[config.mk]
export PLATFORM = sky130hd
export DESIGN_NAME = mips
export DESIGN_NICKNAME = d
export VERILOG_FILES = /design/src/mipsIsaPkg.sv /design/src/mipsCtrlPkg.sv /design/src/hazardCtrl.sv /design/src/fetchDecode.sv /design/src/executeStage.sv /design/src/memoryStage.sv /design/src/mips.sv
export VERILOG_INCLUDE_DIRS = /design/src
export SDC_FILE = /design/constraint.sdc
export NUM_CORES = 2
export LEC_CHECK = 0
export BUFFER_PORTS_ARGS = -buffer_cell sky130_fd_sc_hd__buf_4
export CORE_UTILIZATION = 60
export CTS_BUF_LIST = sky130_fd_sc_hd__clkbuf_2
export DETAILED_ROUTE_END_ITERATION = 10
export PLACE_DENSITY_LB_ADDON = 0.05
export SETUP_SLACK_MARGIN = 0.4
export SYNTH_ARGS = -nofsm -noshare
export SYNTH_HDL_FRONTEND = slang
export SYNTH_SLANG_ARGS = --single-unit
export TNS_END_PERCENT = 50
[constraint.sdc]
create_clock -name clk -period 22.2 [get_ports clk]
set_input_delay 1.11 -clock clk [delete_from_list [all_inputs] [get_ports clk]]
set_output_delay 1.11 -clock clk [all_outputs]
set_load 0.02 [all_outputs]
[src/mips_params.svh]
`ifndef MIPS_PARAMS_SVH
`define MIPS_PARAMS_SVH

// First fetch address after reset
`define RESET_PC 32'h0000_3000

`define NUM_REGS 32

// Return address of jal, past the delay slot
`define LINK_OFFSET 32'd8

`endif

[src/mipsIsaPkg.sv]
package mipsIsaPkg;

	// Primary opcodes of the subset
	typedef enum logic [5:0] {
		OP_RTYPE = 6'h00,
		OP_J     = 6'h02,
		OP_JAL   = 6'h03,
		OP_BEQ   = 6'h04,
		OP_BNE   = 6'h05,
		OP_ADDIU = 6'h09,
		OP_ORI   = 6'h0d,
		OP_LUI   = 6'h0f,
		OP_LW    = 6'h23,
		OP_SW    = 6'h2b
	} opcode;

	// Function field of R-type
	typedef enum logic [5:0] {
		FN_SLL  = 6'h00,
		FN_JR   = 6'h08,
		FN_ADDU = 6'h21,
		FN_SUBU = 6'h23,
		FN_AND  = 6'h24,
		FN_OR   = 6'h25,
		FN_SLT  = 6'h2a
	} funct;

	typedef struct packed {
		opcode      op;
		logic [4:0] rs;
		logic [4:0] rt;
		logic [4:0] rd;
		logic [4:0] shamt;
		funct       fn;
	} rFields;

	typedef struct packed {
		opcode       op;
		logic [4:0]  rs;
		logic [4:0]  rt;
		logic [15:0] imm;
	} iFields;

	typedef struct packed {
		opcode       op;
		logic [25:0] index;
	} jFields;

	// One fetched word, three views
	typedef union packed {
		rFields r;
		iFields i;
		jFields j;
	} instrWord;

endpackage

[src/mipsCtrlPkg.sv]
package mipsCtrlPkg;

	typedef enum logic [2:0] {
		ALU_ADD,
		ALU_SUB,
		ALU_AND,
		ALU_OR,
		ALU_SLT,
		ALU_SLL,
		ALU_LUI
	} aluOp;

	// Next PC source, resolved in decode
	typedef enum logic [1:0] {
		NPC_SEQ,
		NPC_BRANCH,
		NPC_JUMP,
		NPC_JREG
	} npcOp;

	typedef enum logic [1:0] {
		WB_ALU,
		WB_LOAD,
		WB_LINK
	} wbSel;

	typedef enum logic [1:0] {
		FWD_RF,  // Value as read or registered
		FWD_E,   // Link of a jal in execute
		FWD_M,   // Memory stage result
		FWD_W    // Writeback data
	} fwdSel;

endpackage

[src/hazardCtrl.sv]
`timescale 1ns/1ps

module hazardCtrl (
	input  mipsIsaPkg::instrWord instrD,
	input  mipsIsaPkg::instrWord instrE,
	input  mipsIsaPkg::instrWord instrM,
	input  mipsIsaPkg::instrWord instrW,
	input  logic                 branchTaken,
	output logic                 stall,
	output mipsCtrlPkg::npcOp    npcSel,
	output logic                 extSigned,
	output mipsCtrlPkg::fwdSel   fwdRsD,
	output mipsCtrlPkg::fwdSel   fwdRtD,
	output mipsCtrlPkg::fwdSel   fwdRsE,
	output mipsCtrlPkg::fwdSel   fwdRtE,
	output mipsCtrlPkg::fwdSel   fwdStoreM,
	output mipsCtrlPkg::aluOp    aluSel,
	output logic                 aluImm,
	output logic                 memWrite,
	output mipsCtrlPkg::wbSel    wbChoice,
	output logic                 regWriteW,
	output logic [4:0]           destW
);
	logic [4:0] destE;
	logic [4:0] destM;
	logic       readyE;     // Only a jal has its value in execute
	logic       readyM;     // Load data is not ready until writeback
	logic       isBranchD;
	logic       isJrD;
	logic       useRsD;
	logic       useRtD;
	logic       useRsE;
	logic       useRtE;

	function automatic logic isOp(input mipsIsaPkg::instrWord w, input mipsIsaPkg::opcode op);
		return w.i.op == op;
	endfunction

	function automatic logic isRfn(input mipsIsaPkg::instrWord w, input mipsIsaPkg::funct fn);
		return w.r.op == mipsIsaPkg::OP_RTYPE && w.r.fn == fn;
	endfunction

	// Register written by an instruction, zero if none
	function automatic logic [4:0] destOf(input mipsIsaPkg::instrWord w);
		logic [4:0] d;
		d = 5'd0;
		if (isOp(w, mipsIsaPkg::OP_RTYPE) && !isRfn(w, mipsIsaPkg::FN_JR)) begin
			d = w.r.rd;
		end else if (isOp(w, mipsIsaPkg::OP_ADDIU) || isOp(w, mipsIsaPkg::OP_ORI) ||
				isOp(w, mipsIsaPkg::OP_LUI) || isOp(w, mipsIsaPkg::OP_LW)) begin
			d = w.i.rt;
		end else if (isOp(w, mipsIsaPkg::OP_JAL)) begin
			d = 5'd31;
		end
		return d;
	endfunction

	// Decode read, newest producer wins
	function automatic mipsCtrlPkg::fwdSel fwdDecode(input logic [4:0] src);
		mipsCtrlPkg::fwdSel sel;
		sel = mipsCtrlPkg::FWD_RF;
		if (src == 5'd0) begin
			sel = mipsCtrlPkg::FWD_RF;
		end else if (src == destE) begin
			sel = readyE ? mipsCtrlPkg::FWD_E : mipsCtrlPkg::FWD_RF;
		end else if (src == destM) begin
			sel = readyM ? mipsCtrlPkg::FWD_M : mipsCtrlPkg::FWD_RF;
		end else if (src == destW) begin
			sel = mipsCtrlPkg::FWD_W;
		end
		return sel;
	endfunction

	function automatic mipsCtrlPkg::fwdSel fwdExec(input logic [4:0] src);
		mipsCtrlPkg::fwdSel sel;
		sel = mipsCtrlPkg::FWD_RF;
		if (src == 5'd0) begin
			sel = mipsCtrlPkg::FWD_RF;
		end else if (src == destM) begin
			sel = readyM ? mipsCtrlPkg::FWD_M : mipsCtrlPkg::FWD_RF;   // Store data fixed in memory
		end else if (src == destW) begin
			sel = mipsCtrlPkg::FWD_W;
		end
		return sel;
	endfunction

	// Source needed in decode but still in flight
	function automatic logic blockD(input logic [4:0] src);
		return src != 5'd0 && ((src == destE && !readyE) || (src == destM && !readyM));
	endfunction

	function automatic logic blockE(input logic [4:0] src);
		return src != 5'd0 && src == destE && isOp(instrE, mipsIsaPkg::OP_LW);
	endfunction

	assign destE = destOf(instrE);
	assign destM = destOf(instrM);
	assign destW = destOf(instrW);
	assign regWriteW = destW != 5'd0;
	assign readyE = isOp(instrE, mipsIsaPkg::OP_JAL);
	assign readyM = !isOp(instrM, mipsIsaPkg::OP_LW);

	////////////////////////////////////////
	// Decode stage

	assign isBranchD = isOp(instrD, mipsIsaPkg::OP_BEQ) || isOp(instrD, mipsIsaPkg::OP_BNE);
	assign isJrD = isRfn(instrD, mipsIsaPkg::FN_JR);
	assign useRsD = isBranchD || isJrD;
	assign useRtD = isBranchD;
	assign useRsE = (isOp(instrD, mipsIsaPkg::OP_RTYPE) && !isJrD &&
			!isRfn(instrD, mipsIsaPkg::FN_SLL)) ||
			isOp(instrD, mipsIsaPkg::OP_ADDIU) || isOp(instrD, mipsIsaPkg::OP_ORI) ||
			isOp(instrD, mipsIsaPkg::OP_LW) || isOp(instrD, mipsIsaPkg::OP_SW);
	assign useRtE = isOp(instrD, mipsIsaPkg::OP_RTYPE) && !isJrD;

	always_comb begin
		stall = (useRsD && blockD(instrD.r.rs)) || (useRtD && blockD(instrD.r.rt)) ||
				(useRsE && blockE(instrD.r.rs)) || (useRtE && blockE(instrD.r.rt));
		fwdRsD = fwdDecode(instrD.r.rs);
		fwdRtD = fwdDecode(instrD.r.rt);
	end

	assign npcSel = isBranchD ? (branchTaken ? mipsCtrlPkg::NPC_BRANCH : mipsCtrlPkg::NPC_SEQ) :
			isJrD ? mipsCtrlPkg::NPC_JREG :
			(isOp(instrD, mipsIsaPkg::OP_J) || isOp(instrD, mipsIsaPkg::OP_JAL)) ?
			mipsCtrlPkg::NPC_JUMP : mipsCtrlPkg::NPC_SEQ;
	assign extSigned = !isOp(instrD, mipsIsaPkg::OP_ORI);   // ori zero-extends

	////////////////////////////////////////
	// Execute, memory and writeback

	always_comb begin
		fwdRsE = fwdExec(instrE.r.rs);
		fwdRtE = fwdExec(instrE.r.rt);
		aluSel = mipsCtrlPkg::ALU_ADD;   // addu, addiu and address math
		if (isOp(instrE, mipsIsaPkg::OP_ORI) || isRfn(instrE, mipsIsaPkg::FN_OR)) begin
			aluSel = mipsCtrlPkg::ALU_OR;
		end else if (isOp(instrE, mipsIsaPkg::OP_LUI)) begin
			aluSel = mipsCtrlPkg::ALU_LUI;
		end else if (isRfn(instrE, mipsIsaPkg::FN_SUBU)) begin
			aluSel = mipsCtrlPkg::ALU_SUB;
		end else if (isRfn(instrE, mipsIsaPkg::FN_AND)) begin
			aluSel = mipsCtrlPkg::ALU_AND;
		end else if (isRfn(instrE, mipsIsaPkg::FN_SLT)) begin
			aluSel = mipsCtrlPkg::ALU_SLT;
		end else if (isRfn(instrE, mipsIsaPkg::FN_SLL)) begin
			aluSel = mipsCtrlPkg::ALU_SLL;
		end
	end

	assign aluImm = !isOp(instrE, mipsIsaPkg::OP_RTYPE);
	assign memWrite = isOp(instrM, mipsIsaPkg::OP_SW);
	assign fwdStoreM = (instrM.r.rt != 5'd0 && instrM.r.rt == destW) ?
			mipsCtrlPkg::FWD_W : mipsCtrlPkg::FWD_RF;
	assign wbChoice = isOp(instrW, mipsIsaPkg::OP_LW) ? mipsCtrlPkg::WB_LOAD :
			isOp(instrW, mipsIsaPkg::OP_JAL) ? mipsCtrlPkg::WB_LINK : mipsCtrlPkg::WB_ALU;

endmodule

[src/fetchDecode.sv]
`timescale 1ns/1ps
`include "mips_params.svh"

module fetchDecode (
	input  logic                 clk,
	input  logic                 rst,
	input  logic [31:0]          instRdata,
	input  logic                 stall,
	input  mipsCtrlPkg::npcOp    npcSel,
	input  logic                 extSigned,
	input  mipsCtrlPkg::fwdSel   fwdRsD,
	input  mipsCtrlPkg::fwdSel   fwdRtD,
	input  logic [31:0]          linkE,
	input  logic [31:0]          resultM,
	input  logic [31:0]          wbData,
	input  logic                 regWriteW,
	input  logic [4:0]           destW,
	output logic [31:0]          instAddr,
	output mipsIsaPkg::instrWord instrD,
	output logic [31:0]          pcD,
	output logic [31:0]          rsValD,
	output logic [31:0]          rtValD,
	output logic [31:0]          immD,
	output logic                 branchTaken
);
	logic [31:0] pcF;
	logic [31:0] npc;
	logic [31:0] regFile [`NUM_REGS];
	logic [31:0] rsRaw;
	logic [31:0] rtRaw;

	////////////////////////////////////////
	// Fetch

	always_ff @(posedge clk) begin
		if (rst) begin
			pcF <= `RESET_PC;
		end else if (!stall) begin
			pcF <= npc;
		end
	end

	assign instAddr = pcF;

	// Targets are relative to the branch in decode
	always_comb begin
		case (npcSel)
			mipsCtrlPkg::NPC_BRANCH: npc = pcD + 32'd4 + {immD[29:0], 2'b00};
			mipsCtrlPkg::NPC_JUMP:   npc = {pcD[31:28], instrD.j.index, 2'b00};
			mipsCtrlPkg::NPC_JREG:   npc = rsValD;
			default:                 npc = pcF + 32'd4;
		endcase
	end

	always_ff @(posedge clk) begin
		if (rst) begin
			instrD <= '0;   // No-op
		end else if (!stall) begin
			instrD <= instRdata;
		end
	end

	always_ff @(posedge clk) begin
		if (!stall) begin
			pcD <= pcF;
		end
	end

	////////////////////////////////////////
	// Decode

	// $0 stays zero, control never writes it
	always_ff @(posedge clk) begin
		if (rst) begin
			for (int i = 0; i < `NUM_REGS; i++) begin
				regFile[i] <= '0;
			end
		end else if (regWriteW) begin
			regFile[destW] <= wbData;
		end
	end

	assign rsRaw = regFile[instrD.r.rs];
	assign rtRaw = regFile[instrD.r.rt];

	always_comb begin
		case (fwdRsD)
			mipsCtrlPkg::FWD_E: rsValD = linkE;
			mipsCtrlPkg::FWD_M: rsValD = resultM;
			mipsCtrlPkg::FWD_W: rsValD = wbData;
			default:            rsValD = rsRaw;
		endcase
		case (fwdRtD)
			mipsCtrlPkg::FWD_E: rtValD = linkE;
			mipsCtrlPkg::FWD_M: rtValD = resultM;
			mipsCtrlPkg::FWD_W: rtValD = wbData;
			default:            rtValD = rtRaw;
		endcase
	end

	// Compare for beq and bne
	assign branchTaken = (instrD.i.op == mipsIsaPkg::OP_BEQ && rsValD == rtValD) ||
			(instrD.i.op == mipsIsaPkg::OP_BNE && rsValD != rtValD);

	assign immD = extSigned ? {{16{instrD.i.imm[15]}}, instrD.i.imm} : {16'h0000, instrD.i.imm};

endmodule

[src/executeStage.sv]
`timescale 1ns/1ps
`include "mips_params.svh"

module executeStage (
	input  logic                 clk,
	input  logic                 rst,
	input  logic                 stall,
	input  mipsIsaPkg::instrWord instrD,
	input  logic [31:0]          pcD,
	input  logic [31:0]          rsValD,
	input  logic [31:0]          rtValD,
	input  logic [31:0]          immD,
	input  mipsCtrlPkg::aluOp    aluSel,
	input  logic                 aluImm,
	input  mipsCtrlPkg::fwdSel   fwdRsE,
	input  mipsCtrlPkg::fwdSel   fwdRtE,
	input  logic [31:0]          resultM,
	input  logic [31:0]          wbData,
	output mipsIsaPkg::instrWord instrE,
	output logic [31:0]          pcE,
	output logic [31:0]          linkE,
	output logic [31:0]          aluResE,
	output logic [31:0]          storeValE
);
	logic [31:0] rsValE;
	logic [31:0] rtValE;
	logic [31:0] immE;
	logic [31:0] srcA;
	logic [31:0] srcB;

	// ID/EX, a stall leaves a bubble behind
	always_ff @(posedge clk) begin
		if (rst || stall) begin
			instrE <= '0;
		end else begin
			instrE <= instrD;
		end
	end

	always_ff @(posedge clk) begin
		pcE <= pcD;
		rsValE <= rsValD;
		rtValE <= rtValD;
		immE <= immD;
	end

	assign linkE = pcE + `LINK_OFFSET;

	always_comb begin
		case (fwdRsE)
			mipsCtrlPkg::FWD_M: srcA = resultM;
			mipsCtrlPkg::FWD_W: srcA = wbData;
			default:            srcA = rsValE;
		endcase
		case (fwdRtE)
			mipsCtrlPkg::FWD_M: storeValE = resultM;
			mipsCtrlPkg::FWD_W: storeValE = wbData;
			default:            storeValE = rtValE;
		endcase
	end

	assign srcB = aluImm ? immE : storeValE;

	always_comb begin
		case (aluSel)
			mipsCtrlPkg::ALU_SUB: aluResE = srcA - srcB;
			mipsCtrlPkg::ALU_AND: aluResE = srcA & srcB;
			mipsCtrlPkg::ALU_OR:  aluResE = srcA | srcB;
			mipsCtrlPkg::ALU_SLT: aluResE = {31'd0, $signed(srcA) < $signed(srcB)};
			mipsCtrlPkg::ALU_SLL: aluResE = srcB << instrE.r.shamt;   // Shifts rt
			mipsCtrlPkg::ALU_LUI: aluResE = {immE[15:0], 16'h0000};
			default:              aluResE = srcA + srcB;
		endcase
	end

endmodule

[src/memoryStage.sv]
`timescale 1ns/1ps

module memoryStage (
	input  logic                 clk,
	input  logic                 rst,
	input  mipsIsaPkg::instrWord instrE,
	input  logic [31:0]          pcE,
	input  logic [31:0]          linkE,
	input  logic [31:0]          aluResE,
	input  logic [31:0]          storeValE,
	input  logic [31:0]          dataRdata,
	input  logic                 memWrite,
	input  mipsCtrlPkg::fwdSel   fwdStoreM,
	input  mipsCtrlPkg::wbSel    wbChoice,
	output mipsIsaPkg::instrWord instrM,
	output mipsIsaPkg::instrWord instrW,
	output logic [31:0]          resultM,
	output logic [31:0]          dataAddr,
	output logic [31:0]          dataWdata,
	output logic [3:0]           dataByteen,
	output logic [31:0]          wbData,
	output logic [31:0]          wbPc
);
	logic [31:0] pcM;
	logic [31:0] linkM;
	logic [31:0] aluResM;
	logic [31:0] storeValM;
	logic [31:0] aluResW;
	logic [31:0] loadW;
	logic [31:0] linkW;

	////////////////////////////////////////
	// EX/MEM and data memory side

	always_ff @(posedge clk) begin
		if (rst) begin
			instrM <= '0;
		end else begin
			instrM <= instrE;
		end
	end

	always_ff @(posedge clk) begin
		pcM <= pcE;
		linkM <= linkE;
		aluResM <= aluResE;
		storeValM <= storeValE;
	end

	// Forwardable value, jal carries its link
	assign resultM = (instrM.j.op == mipsIsaPkg::OP_JAL) ? linkM : aluResM;

	assign dataAddr = aluResM;
	assign dataWdata = (fwdStoreM == mipsCtrlPkg::FWD_W) ? wbData : storeValM;
	assign dataByteen = memWrite ? 4'b1111 : 4'b0000;   // Word stores only

	////////////////////////////////////////
	// MEM/WB

	always_ff @(posedge clk) begin
		if (rst) begin
			instrW <= '0;
		end else begin
			instrW <= instrM;
		end
	end

	always_ff @(posedge clk) begin
		wbPc <= pcM;
		aluResW <= aluResM;
		loadW <= dataRdata;
		linkW <= linkM;
	end

	always_comb begin
		case (wbChoice)
			mipsCtrlPkg::WB_LOAD: wbData = loadW;
			mipsCtrlPkg::WB_LINK: wbData = linkW;
			default:              wbData = aluResW;
		endcase
	end

endmodule

[src/mips.sv]
`timescale 1ns/1ps

module mips (
	input  logic        clk,
	input  logic        rst,
	input  logic [31:0] instRdata,
	input  logic [31:0] dataRdata,
	output logic [31:0] instAddr,
	output logic [31:0] dataAddr,
	output logic [31:0] dataWdata,
	output logic [3:0]  dataByteen,
	output logic        grfWe,
	output logic [4:0]  grfAddr,
	output logic [31:0] grfWdata,
	output logic [31:0] wbPc
);
	// Stage instruction words
	mipsIsaPkg::instrWord instrD;
	mipsIsaPkg::instrWord instrE;
	mipsIsaPkg::instrWord instrM;
	mipsIsaPkg::instrWord instrW;

	// Control from hazardCtrl
	logic               stall;
	logic               branchTaken;
	mipsCtrlPkg::npcOp  npcSel;
	logic               extSigned;
	mipsCtrlPkg::fwdSel fwdRsD;
	mipsCtrlPkg::fwdSel fwdRtD;
	mipsCtrlPkg::fwdSel fwdRsE;
	mipsCtrlPkg::fwdSel fwdRtE;
	mipsCtrlPkg::fwdSel fwdStoreM;
	mipsCtrlPkg::aluOp  aluSel;
	logic               aluImm;
	logic               memWrite;
	mipsCtrlPkg::wbSel  wbChoice;

	// Datapath between stages
	logic [31:0] pcD;
	logic [31:0] rsValD;
	logic [31:0] rtValD;
	logic [31:0] immD;
	logic [31:0] pcE;
	logic [31:0] linkE;
	logic [31:0] aluResE;
	logic [31:0] storeValE;
	logic [31:0] resultM;

	hazardCtrl u_ctrl (.*, .regWriteW(grfWe), .destW(grfAddr));

	fetchDecode u_fetch (.*, .regWriteW(grfWe), .destW(grfAddr), .wbData(grfWdata));

	executeStage u_exec (.*, .wbData(grfWdata));

	memoryStage u_mem (.*, .wbData(grfWdata));   // Writeback data is the trace value

endmodule

=== Word-level counts from Yosys, hierarchy flattened ===
Memories as Yosys holds them, arrays and structs flattened. A register that Yosys moved wholly into a read port is not among the register bits.
Index checks and enable logic that the tools add are counted.

* Bitwise logic cells: 2
* Add/subtract/negate cells: 6
* Reduce and logical (&&, ||, !) cells: 77
* Mux-type cells: 62
* $lt $le $gt $ge: 1
* Equal/unequal tests: 67
* Shift-type cells: 1

{| class="wikitable"
|+ Operator list
! cell !! number
|-
| 32-bit one-hot mux with 3 select lines || 3
|-
| 32-bit one-hot mux with 2 select lines || 3
|-
| 32-bit one-hot mux with 6 select lines || 1
|-
| 32-bit two-way mux || 4
|-
| 6-bit by 4-bit equality test with 1-bit output, second input constant || 15
|-
| 5-bit two-way mux || 14
|-
| 32-bit by 3-bit adder with 32-bit output, second input constant || 2
|-
| 32-bit adder || 2
|-
| 6-bit equality test, second input constant || 10
|-
| 5-bit equality test || 11
|-
| 2-bit two-way mux || 21
|-
| 6-bit zero test || 6
|-
| 32-bit by 4-bit adder with 32-bit output, second input constant || 1
|-
| 32-bit AND || 1
|-
| 32-bit equality test || 1
|-
| 1-bit logical AND || 32
|-
| 32-bit < comparator || 1
|-
| 32-bit != test || 1
|-
| 32-bit OR || 1
|-
| 32-bit OR reduction || 1
|-
| 32-bit by 5-bit left shift with 32-bit output || 1
|-
| 32-bit subtractor || 1
|-
| 6-bit by 2-bit equality test with 1-bit output, second input constant || 5
|-
| 30-bit two-way mux || 1
|-
| other kinds (13) || 77
|}

* Output and inout bits: 170
* Logic and storage cells: 236
* Register bits: 575
* Memories: 1
* Bits in writable memories: 1,024
* Input port bits: 66

{| class="wikitable"
|+ Memory list
! memory !! words !! width !! rd ports !! clocked after Yosys merged registers in !! write ports !! line !! text
|-
| u_fetch.regFile || 32 || 32 || 2 || 2 || 32 || fetchDecode.sv:28 || <nowiki>logic [31:0] regFile [`NUM_REGS];</nowiki>
|}

=== Longest topological paths before layout ===
* Depth in word-level cells: 20
* Gate-level depth with buffers: 36

=== Cells and area by module ===
A second synthesis with hierarchy kept.

* Cell total of the unflattened synthesis: 7,261
* Area total of the unflattened synthesis: 87,007.2 um^2

{| class="wikitable"
|+ By module, submodules not included
! module !! times used !! area an instance (um^2) !! sequential area each (um^2) !! cells an instance
|-
| fetchDecode || 1 || 63,537.2 || 33,191.8 || 4,799
|-
| executeStage || 1 || 13,210.2 || 3,203.1 || 1,615
|-
| memoryStage || 1 || 8,450.6 || 6,406.1 || 582
|-
| hazardCtrl || 1 || 1,809.2 || 0.0 || 265
|}

=== Least setup slack after synthesis ===
No wires, ideal clock.

* Path type: register to register
* Start: reg u_mem.instrM[1] (netlist name)
* End: reg u_mem.aluResM[30] (netlist: u_mem.dataAddr[30])
* Arrival time: 7.611 ns
* Library setup time: 0.124 ns
* Data required time: 22.076 ns
* Period minus slack after synthesis: 7.735 ns
* Cell stages (with the launch flop): 35
* Setup slack: 14.465 ns
* Path through: dfxtp_1 or4b_1 o311a_1 a32o_1 buf_2 xnor2_1 o32ai_1 a32oi_1 or4_1 clkbuf_1 nor2b_4 buf_2 a221o_1 mux2i_1 inv_1 ha_1 fa_1 nand2b_1 a21oi_1 o21a_1 o41ai_1 o211ai_1 a41oi_1 o21bai_1 a221o_1 a21oi_1 o31ai_1 a21oi_1 o21bai_1 a21o_1 a211oi_1 o21bai_1 a21oi_1 xor2_1 a2111o_1

* Longest elaborated chain between the ends: 13

{| class="wikitable"
|+ Ends and longest elaborated chain
! element !! line !! text
|-
| start: declaration || memoryStage.sv:15 || <nowiki>output mipsIsaPkg::instrWord instrM,</nowiki>
|-
| start signal: assignment || memoryStage.sv:39 || <nowiki>instrM <= instrE;</nowiki>
|-
| 6-bit by 4-bit equality test with 1-bit output (*) || hazardCtrl.sv:40 || <nowiki>return w.r.op == mipsIsaPkg::OP_RTYPE && w.r.fn == fn;</nowiki>
|-
| 1-bit logical AND (*) || hazardCtrl.sv:40 ||
|-
| 1-bit zero test (*) || hazardCtrl.sv:47 || <nowiki>if (isOp(w, mipsIsaPkg::OP_RTYPE) && !isRfn(w, mipsIsaPkg::FN_JR)) begin</nowiki>
|-
| 1-bit logical AND (*) || hazardCtrl.sv:47 ||
|-
| 5-bit two-way mux (*) || hazardCtrl.sv:47 ||
|-
| 5-bit equality test (*) || hazardCtrl.sv:79 || <nowiki>end else if (src == destM) begin</nowiki>
|-
| 2-bit two-way mux (*) || hazardCtrl.sv:79 ||
|-
| 2-bit two-way mux (*) || hazardCtrl.sv:77 || <nowiki>if (src == 5'd0) begin</nowiki>
|-
| 2-bit equality test || executeStage.sv:55 || <nowiki>case (fwdRtE)</nowiki>
|-
| 32-bit one-hot mux with 2 select lines (*) || executeStage.sv:55 ||
|-
| via storeValE[0] || mips.sv:46 || <nowiki>logic [31:0] storeValE;</nowiki>
|-
| 32-bit two-way mux (*) || executeStage.sv:62 || <nowiki>assign srcB = aluImm ? immE : storeValE;</nowiki>
|-
| 32-bit adder (tied with other cells) || executeStage.sv:72 || <nowiki>default: aluResE = srcA + srcB;</nowiki>
|-
| 32-bit one-hot mux with 6 select lines (*) || executeStage.sv:65 || <nowiki>case (aluSel)</nowiki>
|-
| via aluResE[30] || mips.sv:45 || <nowiki>logic [31:0] aluResE;</nowiki>
|-
| end signal: assignment || memoryStage.sv:46 || <nowiki>aluResM <= aluResE;</nowiki>
|-
| end: declaration || memoryStage.sv:26 || <nowiki>logic [31:0] aluResM;</nowiki>
|}

The timed path passes the listed nets; every way through them passes the cells marked *.
A chain may end at the register's enable or synchronous reset.

=== Final worst setup path ===
* Start: reg u_mem.instrW[1] (netlist name)
* End: reg u_mem.aluResM[30] (netlist: u_mem.dataAddr[30])

* Longest elaborated chain between the ends: 14

{| class="wikitable"
|+ Ends and longest elaborated chain
! element !! line !! text
|-
| start: declaration || memoryStage.sv:16 || <nowiki>output mipsIsaPkg::instrWord instrW,</nowiki>
|-
| start signal: assignment || memoryStage.sv:64 || <nowiki>instrW <= instrM;</nowiki>
|-
| 6-bit by 4-bit equality test with 1-bit output (*) || hazardCtrl.sv:40 ||
|-
| 1-bit logical AND (*) || hazardCtrl.sv:40 ||
|-
| 1-bit zero test (*) || hazardCtrl.sv:47 ||
|-
| 1-bit logical AND (*) || hazardCtrl.sv:47 ||
|-
| 5-bit two-way mux (*) || hazardCtrl.sv:47 ||
|-
| 5-bit equality test (*) || hazardCtrl.sv:81 || <nowiki>end else if (src == destW) begin</nowiki>
|-
| 2-bit two-way mux (*) || hazardCtrl.sv:81 ||
|-
| 2-bit two-way mux (*) || hazardCtrl.sv:79 ||
|-
| 2-bit two-way mux (*) || hazardCtrl.sv:77 ||
|-
| 2-bit equality test || executeStage.sv:55 ||
|-
| 32-bit one-hot mux with 2 select lines (*) || executeStage.sv:55 ||
|-
| via storeValE[0] || mips.sv:46 ||
|-
| 32-bit two-way mux (*) || executeStage.sv:62 ||
|-
| 32-bit adder (tied with other cells) || executeStage.sv:72 ||
|-
| 32-bit one-hot mux with 6 select lines (*) || executeStage.sv:65 ||
|-
| via aluResE[30] || mips.sv:45 ||
|}

Marks and branches as above.

==> flow_metrics.py <==
metrics = {
    "cells_and_area": {
        "final_nets": 7203,
        "layout-drive-gt1-share_pct": 26.0,
        "syn_to_final_growth_pct": 10.2,
        "final_core_util_pct": 66.8,
        "final-instance-count-excl-fill": 9054,
    },
    "synth": {
        "synth_area_um2": 81100,
        "yosysUniqueCellTypes": 111,
        "syn_area_per_cell_um2": 12.4,
        "async_reset_ff_share_pct": 0,
        "synthCells": 6561,
        "synthFlopType": "edfxtp_1",
        "synth_edf_count": 1056,
        "yosysSeqAreaShare_pct": 51.8,
        "synth.top_cell.area_share_pct": 39.1,
        "synth_common_cells": "nor2_1 (1305), edfxtp_1 (1056), mux4_2 (651)",
        "synth_seq_cells": 1570,
        "synth_most_common_cell": "nor2_1",
        "synth_top_cell_by_area": "edfxtp_1",
        "ys.warnings.count": 0,
        "netlist_top_cells_area": "edfxtp_1 (39%), mux4_2 (18%), dfxtp_1 (13%)",
    },
    "worst_setup_path": {
        "cp-start-kind": "register",
        "worstPathArrival_ps": 11310,
        "slowest_delay_ps": 580,
        "crit_top_cell": "a21oi_1",
        "path_class": "register to register",
        "worstSetupEndpointType": "register",
        "crit_slowest_cell": "o41ai_1",
        "cp.required_ps": 23730,
        "cp_max_fo": 33,
    },
    "clock_tree": {
        "root_buffer": "clkbuf_2",
        "postCtsSetupRepairBufs": 0,
        "ctsResizeCount": 0,
        "hold_buffers": 111,
        "cts_tree": "built",
        "clkSlewWorstSetupHoldPaths_ps": 100,
        "clk_latency_ps": 1850,
        "htree_num_levels": 5,
        "cts_max_path_buffers": 4,
        "cts_sinks": 1570,
        "cts_buffers": 409,
    },
    "power": {
        "power_leakage_nw": 35.0,
        "powerDensity_nw_per_um2": 96.2,
        "vdd_ir_drop_max_mv": 0.0866,
    },
    "placement": {
        "dp_hpwl_um": 202000,
        "place_congestion": 1.01,
        "io_buffers": 235,
        "place_worst_setup_slack_ps": 12740,
        "dpl.cell_count": 8224,
    },
    "timing": {
        "min_period_ps": 9780,
        "fin_tns_setup_ps": 0,
        "final-setup-viol-count": 0,
        "max_freq_mhz": 102,
        "period_share_pct": 44.0,
        "maxSlewViolCount": 1,
        "clock-skew-final_ps": 259,
        "relSlewSlack_pct": -0.386,
        "worst_slack_ps": 12420,
        "hold_violations": 0,
        "tightestPinTransition_ps": 1490,
        "rsz0062_at_grt": "false",
    },
    "floorplanning": {
        "io_pins": 236,
        "core-area_um2": 134000,
        "die_w_um": 370,
        "row_count": 134,
        "dieArea_um2": 137000,
        "start_util_pct": 60.6,
        "die_h_um": 370,
    },
    "routing": {
        "vias": 62756,
        "dr.pass1.iters": 11,
        "via_per_inst": 6.93,
        "drcViolationCount": 58,
        "wire_per_inst_um": 33.8,
        "wl_um": 306000,
        "ant_nets": 0,
        "drtIter0Drc": 9394,
    },
    "grt": {
        "grt_use_total_pct": 44.4,
        "grt_pass1_vias": 60463,
        "grt_pass1_wl_um": 429000,
        "overflow": 0,
        "antenna_found_initial": 21,
        "grt_max_degree": 100,
    },
    "min_path": {
        "worstHoldPathType": "input port to register",
    },
    "run_status": {
        "violations": "DRC, capacitance limit, slew limit",
        "outcome": "finished, violations left",
    },
    "flow_run": {
        "cap_violations": 2,
    },
}
==> routing by layer <==
layer	share of wire [%]	up-vias	wire (um)	GRT usage, %
met4	7.5	20	23000	28.7
met5	0.047	-	145	0
met3	13	1146	40000	12.9
met2	45	5219	138000	68.1
met1	34	30739	104000	55.4
li1	-	25632	-	-
==> cells by family (layout without fill, tap and decap cells) <==
kind of cell             Yosys count  in the layout  share of synthesized area (%)
AND/OR/NAND/NOR                 2114           2114                           11.4
adder cells (fa/ha/maj)          159            159                           2.48
buffers and inverters            771           1452                           3.71
other                              1             45                        0.00462
AO/OA/AOI/OAI                    937            937                           8.18
XOR/XNOR                         130            130                           1.40
multiplexers                     879            879                           21.0
flip-flops                      1570           1570                           51.8
==> registers in the layout, summed over array words and instances (netlist names), 29 cells and up, named ones only <==
signal	count
u_fetch.instrD	32
u_mem.storeValM	32
u_mem.pcM	32
u_exec.instrE	32
u_fetch.instAddr	32
u_fetch.pcD	32
u_mem.wbPc	32
u_mem.dataAddr	32
u_exec.rsValE	32
u_mem.aluResW	32
u_mem.linkM	29
u_exec.rtValE	32
u_exec.pcE	32
u_mem.loadW	32
u_mem.linkW	29
u_fetch.regFile	1024
==> per-stage QoR <==
stage | power [mW] | hold WS (ps) | cell area [um^2]
3_5_place_dp | 6.55 | 312 | 84800
3_3_place_gp | 6.53 | 310 | 84800
6_report | 8.60 | 191 | 89400
5_1_grt | 8.86 | 64.8 | 89400
4_1_cts | 8.48 | 0.520 | 89300
2_1_floorplan | 5.35 | 310 | 81200
==> placed cells by master (no fill, tap or decap), types with 62 or more instances in the layout <==
cell type,count
nand3_1,62
nor3_1,80
o21ai_0,142
dfxtp_1,502
a21oi_1,215
inv_1,194
clkinv_1,109
ha_1,156
edfxtp_1,1056
nor2_1,1302
dlygate4sd3_1,111
mux4_2,651
xnor2_1,80
buf_4,431
nor2b_1,64
clkbuf_2,576
a221o_1,73
nand2_1,268
mux2i_1,167
==> area by class of cell <==
cell class / count / area [um^2]
fill: 10031 / 44400
sequential: 1570 / 42000
multi-input combinational: 4251 / 36500
timing repair buffer: 546 / 4420
clock buffer: 576 / 2880
tap: 1768 / 2210
inverter: 200 / 751
clock inverter: 130 / 584
antenna: 13 / 32.5
==> path summary, 6_finish.rpt <==
check                  startpoint                  to  slack [ps]  cells past startpoint
setup / recovery  u_mem.instrW[1]  u_mem.dataAddr[30]       12420                     33
setup reg to reg  u_mem.instrW[1]  u_mem.dataAddr[30]       12420                     33
hold / removal       instRdata[3]   u_fetch.instrD[3]         190                      4
hold reg to reg   u_mem.linkM[17]     u_mem.linkW[17]         270                      0
==> report_power, final <==
part	total, mW	internal (mW)	switching [mW]
Sequential	3.62	3.38	0.236
Clock	1.97	0.730	1.24
Combinational	3.02	0.997	2.02
==> critical path: cells and delay by family, from the launching register on <==
kind            cells  cell delay, ps
mux                 1             410
fa+ha+maj           2             760
xor+xnor            2             210
flops               1             310
buf+inv             3             780
compound gates     19            5260
simple gates        6            1850
Power figures use the tool's default switching activity.
